**src/design/cpu_pkg.sv**
```systemverilog
/*
 * shared types for the 16-bit processor
 * word and register index types, opcodes, instruction union, reset word
 */

package cpu_pkg;

  // --------------------
  // widths
  // --------------------
  localparam int DATA_W     = 16;
  localparam int REG_ADDR_W = 4;

  typedef logic signed [DATA_W-1:0] word_t;
  typedef logic [REG_ADDR_W-1:0]    reg_idx_t;

  // top three bits of every instruction
  typedef enum logic [2:0] {
    op_arith    = 3'd0,  // funct 0 add, 1 sub
    op_slt_mult = 3'd1,  // funct 0 slt, 1 mult
    op_load     = 3'd2,
    op_store    = 3'd3,
    op_beq      = 3'd4,
    op_jump     = 3'd5
  } opcode_t;

  // --------------------
  // instruction layout
  // --------------------
  // R and I type share one view; the 5-bit imm sits on top of {rd, funct}
  typedef struct packed {
    opcode_t  opcode;  // 15..13
    reg_idx_t rs;      // 12..9
    reg_idx_t rt;      // 8..5
    reg_idx_t rd;      // 4..1
    logic     funct;   // 0
  } ri_fields_t;

  typedef struct packed {
    opcode_t     opcode;
    logic [12:0] target;  // byte address, bit 0 ignored
  } j_fields_t;

  typedef union packed {
    ri_fields_t ri;
    j_fields_t  j;
  } instr_t;

  // held in the instruction register after reset, never executed
  localparam logic [DATA_W-1:0] NOP_WORD = 16'h4000;

endpackage

```
**src/design/pc_counter.sv**
```systemverilog
/*
 * program counter with sequential, branch and jump update
 */
`timescale 1ns/1ps

module pc_counter #(
  parameter int PC_W = 12
) (
  input  logic              clk,
  input  logic              rst_n,
  input  logic              advance,
  input  logic              branch_taken,
  input  logic              jump_taken,
  input  logic signed [4:0] imm,
  input  logic [12:0]       target,
  output logic [PC_W-1:0]   pc
);

  logic [PC_W-1:0] br_off;

  // (1 + imm) * 2, sign extended to the pc width
  assign br_off = (PC_W'(imm) + PC_W'(1)) <<< 1;

  always_ff @(posedge clk or negedge rst_n) begin
    if (!rst_n) begin
      pc <= '0;
    end else if (advance) begin
      if (jump_taken)
        pc <= {target[PC_W-1:1], 1'b0};  // halfword aligned
      else if (branch_taken)
        pc <= pc + br_off;
      else
        pc <= pc + PC_W'(2);
    end
  end

endmodule

```
**src/design/register_file.sv**
```systemverilog
/*
 * sixteen signed registers
 * two registered read ports, one write port
 */
`timescale 1ns/1ps

module register_file import cpu_pkg::*; (
  input  logic     clk,
  input  logic     rst_n,
  input  logic     rf_read,
  input  reg_idx_t rs_idx,
  input  reg_idx_t rt_idx,
  input  reg_idx_t rd_idx,
  input  logic     rf_write,
  input  word_t    wdata,
  output word_t    rs_val,
  output word_t    rt_val
);

  word_t regs [2**REG_ADDR_W];

  // write port, visible on the following cycle
  always_ff @(posedge clk or negedge rst_n) begin
    if (!rst_n) begin
      for (int i = 0; i < 2**REG_ADDR_W; i++)
        regs[i] <= '0;
    end else if (rf_write) begin
      regs[rd_idx] <= wdata;
    end
  end

  // read ports, held until the next decode
  always_ff @(posedge clk) begin
    if (rf_read) begin
      rs_val <= regs[rs_idx];
      rt_val <= regs[rt_idx];
    end
  end

endmodule

```
**src/design/alu.sv**
```systemverilog
/*
 * add, sub, set-less-than, two-stage signed multiply,
 * data address generation and the branch compare
 */
`timescale 1ns/1ps

module alu import cpu_pkg::*; #(
  parameter int                    PC_W       = 12,
  parameter int                    BUS_ADDR_W = 16,
  parameter logic [BUS_ADDR_W-1:0] DATA_BASE  = 16'h1000
) (
  input  logic                  clk,
  input  logic                  rst_n,
  input  logic                  alu_start,
  input  opcode_t               funct_sel,
  input  logic                  funct,
  input  word_t                 rs_val,
  input  word_t                 rt_val,
  input  logic signed [4:0]     imm,
  output word_t                 result,
  output logic                  operands_equal,
  output logic                  mult_done,
  output logic [BUS_ADDR_W-1:0] data_addr
);

  word_t                    mul_a, mul_b, prod_q;
  logic signed [2*DATA_W-1:0] prod_full;
  logic [1:0]               mul_vld;  // stage valid bits
  word_t                    ea;
  logic [DATA_W-1:0]        ea_x2;

  // --------------------
  // multiplier
  // --------------------
  assign prod_full = mul_a * mul_b;

  always_ff @(posedge clk) begin
    if (alu_start) begin
      mul_a <= rs_val;
      mul_b <= rt_val;
    end
    prod_q <= prod_full[DATA_W-1:0];  // low half only
  end

  always_ff @(posedge clk or negedge rst_n) begin
    if (!rst_n) mul_vld <= '0;
    else        mul_vld <= {mul_vld[0], alu_start};
  end

  assign mult_done = mul_vld[1];

  // --------------------
  // result mux
  // --------------------
  always_comb begin
    case (funct_sel)
      op_arith:    result = funct ? rs_val - rt_val : rs_val + rt_val;
      op_slt_mult: result = funct ? prod_q : ((rs_val < rt_val) ? word_t'(1) : '0);
      default:     result = rs_val + rt_val;
    endcase
  end

  assign operands_equal = (rs_val == rt_val);

  // (rs + imm) * 2 wraps at the pc width, then the data base is added
  assign ea        = rs_val + word_t'(imm);
  assign ea_x2     = ea <<< 1;
  assign data_addr = DATA_BASE + BUS_ADDR_W'(ea_x2[PC_W-1:0]);

endmodule

```
**src/design/mem_handshake.sv**
```systemverilog
/*
 * four-phase req/ack master for the shared memory port
 */
`timescale 1ns/1ps

module mem_handshake import cpu_pkg::*; #(
  parameter int BUS_ADDR_W = 16
) (
  input  logic                  clk,
  input  logic                  rst_n,
  input  logic                  start,
  input  logic                  we,
  input  logic [BUS_ADDR_W-1:0] addr,
  input  word_t                 wdata,
  output logic                  done,
  output word_t                 rdata,
  output logic                  mem_req,
  output logic                  mem_we,
  output logic [BUS_ADDR_W-1:0] mem_addr,
  output word_t                 mem_wdata,
  input  logic                  mem_ack,
  input  word_t                 mem_rdata
);

  typedef enum logic [1:0] {HS_IDLE, HS_WAIT_ACK, HS_WAIT_LOW} hs_state_t;

  hs_state_t state;

  always_ff @(posedge clk or negedge rst_n) begin
    if (!rst_n) begin
      state   <= HS_IDLE;
      mem_req <= 1'b0;
      mem_we  <= 1'b0;
      done    <= 1'b0;
    end else begin
      done <= 1'b0;
      case (state)
        HS_IDLE: if (start) begin
          mem_req <= 1'b1;
          mem_we  <= we;
          state   <= HS_WAIT_ACK;
        end
        HS_WAIT_ACK: if (mem_ack) begin
          mem_req <= 1'b0;  // phase 3
          mem_we  <= 1'b0;
          state   <= HS_WAIT_LOW;
        end
        default: if (!mem_ack) begin
          done  <= 1'b1;  // ack seen low, bus free again
          state <= HS_IDLE;
        end
      endcase
    end
  end

  // address, write data and read data
  always_ff @(posedge clk) begin
    if (state == HS_IDLE && start) begin
      mem_addr  <= addr;
      mem_wdata <= wdata;
    end
    if (state == HS_WAIT_ACK && mem_ack)
      rdata <= mem_rdata;
  end

endmodule

```
**src/design/cpu_control_fsm.sv**
```systemverilog
/*
 * instruction sequencer: instruction register, decode and the
 * fetch / decode / execute / memory / retire state machine
 */
`timescale 1ns/1ps

module cpu_control_fsm import cpu_pkg::*; (
  input  logic     clk,
  input  logic     rst_n,
  input  logic     done,
  input  word_t    rdata,
  input  logic     mult_done,
  input  logic     operands_equal,
  output logic     start,
  output logic     we,
  output logic     addr_sel,       // 1 selects the data address
  output logic     wdata_sel,      // 1 drives rt onto the bus
  output logic     rf_read,
  output logic     rf_write,
  output logic     rf_wsel,        // 1 writes load data
  output reg_idx_t rf_dest,
  output logic     alu_start,
  output logic     advance,
  output logic     branch_taken,
  output logic     jump_taken,
  output instr_t   instr,
  output logic     io_stall
);

  typedef enum logic [2:0] {
    S_FETCH, S_DECODE, S_EXEC, S_MULT, S_MEM, S_RETIRE
  } state_t;

  state_t  state;
  instr_t  instr_q;
  opcode_t op;
  logic    is_alu, is_mult, is_load, is_store, is_beq, is_jump;

  // --------------------
  // decode
  // --------------------
  assign op       = instr_q.ri.opcode;
  assign is_alu   = (op == op_arith) || (op == op_slt_mult && !instr_q.ri.funct);
  assign is_mult  = (op == op_slt_mult) && instr_q.ri.funct;
  assign is_load  = (op == op_load);
  assign is_store = (op == op_store);
  assign is_beq   = (op == op_beq);
  assign is_jump  = (instr_q.j.opcode == op_jump);

  always_ff @(posedge clk or negedge rst_n) begin
    if (!rst_n) begin
      state   <= S_FETCH;
      instr_q <= NOP_WORD;
    end else begin
      case (state)
        S_FETCH: if (done) begin
          instr_q <= rdata;  // fetched word
          state   <= S_DECODE;
        end
        S_DECODE: state <= S_EXEC;  // operands being read
        S_EXEC: begin
          if (is_mult)                    state <= S_MULT;
          else if (is_load || is_store)   state <= S_MEM;
          else                            state <= S_RETIRE;
        end
        S_MULT:  state <= S_RETIRE;  // product lands on the retire cycle
        S_MEM:   if (done) state <= S_RETIRE;
        default: state <= S_FETCH;
      endcase
    end
  end

  // --------------------
  // outputs
  // --------------------
  // level request, dropped on done so the idle handshake does not restart
  assign start     = ((state == S_FETCH) || (state == S_MEM)) && !done;
  assign addr_sel  = (state == S_MEM);
  assign we        = (state == S_MEM) && is_store;
  assign wdata_sel = (state == S_MEM) && is_store;

  assign rf_read   = (state == S_DECODE);
  assign rf_wsel   = is_load;
  assign rf_dest   = is_load ? instr_q.ri.rt : instr_q.ri.rd;
  assign rf_write  = (state == S_RETIRE) && (is_alu || is_load || (is_mult && mult_done));

  assign alu_start    = (state == S_EXEC) && is_mult;
  assign advance      = (state == S_RETIRE);
  assign branch_taken = is_beq && operands_equal;
  assign jump_taken   = is_jump;

  assign instr    = instr_q;
  assign io_stall = (state != S_RETIRE);  // low only while retiring

endmodule

```
**src/design/cpu_top.sv**
```systemverilog
/*
 * processor top: sequencer, pc, register file, alu and memory port
 */
`timescale 1ns/1ps

module cpu_top import cpu_pkg::*; #(
  parameter int                    PC_W       = 12,
  parameter int                    BUS_ADDR_W = 16,
  parameter logic [BUS_ADDR_W-1:0] DATA_BASE  = 16'h1000
) (
  input  logic                  clk,
  input  logic                  rst_n,
  output logic                  mem_req,
  output logic                  mem_we,
  output logic [BUS_ADDR_W-1:0] mem_addr,
  output word_t                 mem_wdata,
  input  logic                  mem_ack,
  input  word_t                 mem_rdata,
  output logic                  io_stall
);

  logic                  done, start, we, addr_sel, wdata_sel;
  logic                  rf_read, rf_write, rf_wsel, alu_start, mult_done;
  logic                  advance, branch_taken, jump_taken, operands_equal;
  reg_idx_t              rf_dest;
  instr_t                instr;
  word_t                 hs_rdata, rs_val, rt_val, alu_result;
  logic [PC_W-1:0]       pc;
  logic [BUS_ADDR_W-1:0] data_addr;

  cpu_control_fsm i_ctrl (
    .clk, .rst_n, .done, .rdata(hs_rdata), .mult_done, .operands_equal,
    .start, .we, .addr_sel, .wdata_sel, .rf_read, .rf_write, .rf_wsel,
    .rf_dest, .alu_start, .advance, .branch_taken, .jump_taken, .instr, .io_stall
  );

  pc_counter #(.PC_W(PC_W)) i_pc (
    .clk, .rst_n, .advance, .branch_taken, .jump_taken,
    .imm({instr.ri.rd, instr.ri.funct}), .target(instr.j.target), .pc
  );

  register_file i_rf (
    .clk, .rst_n, .rf_read, .rs_idx(instr.ri.rs), .rt_idx(instr.ri.rt),
    .rd_idx(rf_dest), .rf_write,
    .wdata(rf_wsel ? hs_rdata : alu_result),  // load data or alu result
    .rs_val, .rt_val
  );

  alu #(.PC_W(PC_W), .BUS_ADDR_W(BUS_ADDR_W), .DATA_BASE(DATA_BASE)) i_alu (
    .clk, .rst_n, .alu_start, .funct_sel(instr.ri.opcode), .funct(instr.ri.funct),
    .rs_val, .rt_val, .imm({instr.ri.rd, instr.ri.funct}), .result(alu_result),
    .operands_equal, .mult_done, .data_addr
  );

  // fetch uses the pc, load and store the data address
  mem_handshake #(.BUS_ADDR_W(BUS_ADDR_W)) i_mem (
    .clk, .rst_n, .start, .we,
    .addr(addr_sel ? data_addr : BUS_ADDR_W'(pc)),
    .wdata(wdata_sel ? rt_val : '0),
    .done, .rdata(hs_rdata), .mem_req, .mem_we, .mem_addr, .mem_wdata,
    .mem_ack, .mem_rdata
  );

endmodule

```
**config.mk**
```make
export PLATFORM = sky130hd
export DESIGN_NAME = cpu_top
export DESIGN_NICKNAME = d
export VERILOG_FILES = /design/src/design/cpu_pkg.sv /design/src/design/pc_counter.sv /design/src/design/register_file.sv /design/src/design/alu.sv /design/src/design/mem_handshake.sv /design/src/design/cpu_control_fsm.sv /design/src/design/cpu_top.sv
export SDC_FILE = /design/constraint.sdc
export NUM_CORES = 1
export LEC_CHECK = 0
export ABC_AREA = 1
export ABC_CLOCK_PERIOD_IN_PS = 9200
export BUFFER_PORTS_ARGS = -buffer_cell sky130_fd_sc_hd__buf_2
export CAP_MARGIN = 20
export CORE_MARGIN = 1.5
export CORE_UTILIZATION = 54
export CTS_CLUSTER_DIAMETER = 120
export DETAILED_ROUTE_END_ITERATION = 16
export PLACE_DENSITY = 0.7
export SYNTH_ARGS = -nofsm -noshare
export SYNTH_HDL_FRONTEND = slang
export SYNTH_SLANG_ARGS = --single-unit
```
**constraint.sdc**
```tcl
create_clock -name clk -period 9.2 [get_ports clk]
set_clock_uncertainty 0.15 [all_clocks]
set_input_delay 1.38 -clock clk [delete_from_list [all_inputs] [get_ports clk]]
set_output_delay 1.38 -clock clk [all_outputs]
set_load 0.01 [all_outputs]
```
==> results.md <==
* Status: complete, no violations
* Wire per inst at approximately 20 um
* CP Class: flip-flop to flip-flop
* Worst Path Required at roughly 9.5 ns
* GPL Wtd Cong at just under 1
* Yosys reg bits at about 420
* CTS buffer count at 46
* Setup bufs post-CTS at 0
* Row cnt at 82
* Worst-skew pair later-pin latency at around 0.61 ns
* Crit path time final at approximately 5.4 ns
* Critical path capture point type: flip-flop
* Final WS setup at 3.85 ns
* Final hold violation count at 0
* Post-synth EDFFs at approximately 110
* Final worst path period share at 0.582
* Placed instance area at 0.0281 sq mm
* Least-Margin Pin Slew at 1.14 ns
* Final TNS setup at 0 ns
* Critical-path cell list: nand2_1, fa_1, fa_1, fa_1, inv_1, fa_1, fa_1, inv_1, fa_1, inv_1, ha_1, a21oi_1, o211ai_1, a31oi_1, inv_1, nand2_1, nand2_1
* WL final at about 85000 um
* Finished Layout Cells at about 4300
* Max-slew headroom at 0.241
* Initial antenna violation count at 3
* Iteration-0 DRC Markers at roughly 2800
* Vias at roughly 25000
* Placed Cells at between 4000 and 5000
* HPWL after DPL at 57500 um
* Area of the die at 0.0524 sq mm
* PD cells at around 330 mW/mm^2
* Mapped Area at roughly 0.028 sq mm
* Num ports at between 50 and 60
* Largest net degree at the start of global routing at 94
* CP dominant cell by count: fa_1
* Layout cells sized above 1 at 0.0616
* FFs w/ async S/R, synth at 0.703
* Initial Util at 0.548
* Primary FF master, synth: dfrtp_1
* Final #Nets at roughly 3800
* Die width at roughly 230 um
* Antenna Nets Post-Route at 0
* Cells after synthesis at roughly 3700
* Fmax at approximately 0.19 GHz
* Drt first pass iters at 8
* Post-route design area at just under 0.03 sq mm
* Syn Area/Cell at approximately 7.5 sq um
* Register area share after synthesis at 0.395
* Leakage at 14.6 nW
* Die height at about 230 um
* RSZ-0062 raised after global routing: no
* Post-synthesis cell type count at 51
* Vias in the first global route at between 20000 and 25000
* Reg2Reg Setup Slack at roughly 3.8 ns
* Type of origin of the critical path: flip-flop
* Maxcap violations at 0
* Worst Hold Class: flip-flop to flip-flop
* # fillers at approximately 4700
* Synth-to-Final Area Change at 7.37%
* Number of port buffers at around 50
* CP max FO at 15
* Root buffer cell: clkbuf_16
* Clock sinks at ~420
* Yosys warns at 0
* Final setup vio count at 0
* Hold-fix buffers, CTS at 0
* CTS tree: done
* Peak VDD IR at around 0.2 mV
* Area of the core at roughly 0.05 sq mm
* Slowest cell on crit path: edfxtp_1
* Vias per inst at 5.76
* CP peak stage delay at 0.71 ns
* Total gr overflow at 0
* Post-Place Worst Slack at just under 4 ns
* Gr usage total at 0.326
* Residual DRC count at 0
* Slew Viols, Final at 0
* Reg clk slew, reported paths at about 0.07 ns
* CTS max path bufs at 3
* Cts repair resizes at 0
* CP arrival at between 5 and 6 ns
* Global-route wire length before repair at about 130000 um
* CTS HTree Levels at 2
## where the power goes
| part | internal, mW | leakage [nW] | switching (mW) |
|---|---|---|---|
| clock network | 1.07 | 0.727 | 0.786 |
| logic | 1.38 | 8.76 | 3.54 |
| registers | 2.40 | 5.15 | 0.495 |
## worst paths after layout
| path | depth (start not counted) | to | start |
|---|---|---|---|
| setup / recovery | 17 | i_alu.prod_q[15] | i_alu.mul_b[1] |
| hold / removal | 0 | i_alu.mul_vld[1] | i_alu.mul_vld[0] |
| setup reg to reg | 17 | i_alu.prod_q[15] | i_alu.mul_b[1] |
| hold reg to reg | 0 | i_alu.mul_vld[1] | i_alu.mul_vld[0] |
| max in group asynchronous | 2 | i_ctrl.instr[5] | rst_n |
| min in group asynchronous | 1 | i_rf.regs[211] | rst_n |
## final cells by class
class,count,area [sq um],share of cell area
multi-input cells,2579,14000,0.474
flip-flops and latches,417,10900,0.368
inverters,477,1790,0.0605
clock buffers,64,1330,0.0449
well taps,672,841,0.0284
repair buffers,83,538,0.0182
clock inverters,15,158,0.00533
diodes,1,2.50,0.0000845
## worst max-delay path: cells and delay by family (launching register included)
| family | cells | cell delay (ns) |
|---|---|---|
| fa+ha+maj | 7 | 3.33 |
| simple gates | 3 | 0.27 |
| flops | 1 | 0.71 |
| buf+inv | 4 | 0.21 |
| compound gates | 3 | 0.59 |
## cell usage after synthesis, types with 14 or more instances
cell	number	share of area
a21oi_1	198	0.036
buf_2	48	0.0087
clkbuf_1	141	0.019
dfrtp_1	292	0.27
dfxtp_1	16	0.012
edfxtp_1	108	0.12
fa_1	83	0.060
ha_1	113	0.051
inv_1	442	0.060
inv_2	32	0.0044
nand2_1	1081	0.15
nand3_1	153	0.028
nand4_1	17	0.0039
nor2_1	221	0.030
nor3_1	14	0.0025
o21ai_0	474	0.086
o21ai_1	34	0.0062
o221ai_1	47	0.015
o22ai_1	20	0.0045
xnor2_1	21	0.0067
xor2_1	25	0.0079
## through the flow
step	total power, mW	hold slack (ns)	util
final	9.67	0.202	0.589
after global placement	7.62	0.182	0.558
after detailed placement	7.66	0.189	0.559
after floorplan	6.02	0.181	-
after CTS	9.53	0.202	0.588
after global routing	10.3	0.229	0.589
## cells in the final DEF, fill, tap and decap left out, types with 7 or more instances in the layout
cell type  Yosys  routed
nand2_1     1081    1081
o21ai_0      474     474
inv_1        442     438
dfrtp_1      292     288
nor2_1       221     221
a21oi_1      198     198
nand3_1      153     153
ha_1         113     113
edfxtp_1     108     108
fa_1          83      83
buf_2         48      48
o221ai_1      47      47
clkbuf_16      0      47
inv_2         32      35
o21ai_1       34      34
buf_4          6      32
xor2_1        25      25
xnor2_1       21      21
o22ai_1       20      20
nand4_1       17      17
dfxtp_1       16      16
nor3_1        14      13
o211ai_1      10      10
a31oi_1        9       9
clkbuf_8       0       9
clkbuf_1     141       8
nor2_2         7       7
nor2_4         7       7
## metal layers
| layer | wire length [um] | up-vias | track usage |
|---|---|---|---|
| met5 | 13 | - | 0 |
| met4 | 2840 | 2 | 0.117 |
| met3 | 8220 | 176 | 0.0540 |
| met2 | 38300 | 1208 | 0.510 |
| met1 | 36000 | 11718 | 0.459 |
| li1 | - | 11710 | - |
## registers in the layout, indices dropped and copies added (netlist names)
name,flops
i_ctrl.state,3
i_ctrl.instr,16
i_alu.mul_vld,2
i_mem.mem_wdata,16
i_rf.regs,256
i_alu.mul_b,16
i_rf.rt_val,16
i_pc.pc,11
i_mem.mem_addr,12
i_mem.mem_req,1
i_alu.prod_q,16
i_mem.done,1
i_alu.mul_a,16
i_rf.rs_val,16
i_mem.mem_we,1
i_mem.rdata,16
i_mem.state,2
## logic make-up (layout without fill, tap and decap cells)
family | count (synthesis) | after routing | share of synthesized area
AND/OR/NAND/NOR | 1519 | 1519 | 0.222
AO/OA/AOI/OAI | 812 | 812 | 0.160
buffers and inverters | 684 | 639 | 0.0964
flip-flops | 417 | 417 | 0.395
adder cells (fa/ha/maj) | 196 | 196 | 0.112
XOR/XNOR | 46 | 46 | 0.0146
multiplexers | 2 | 2 | 0.000771
other | 1 | 5 | 0.000136
No activity file was read; power rests on OpenSTA's default activity.
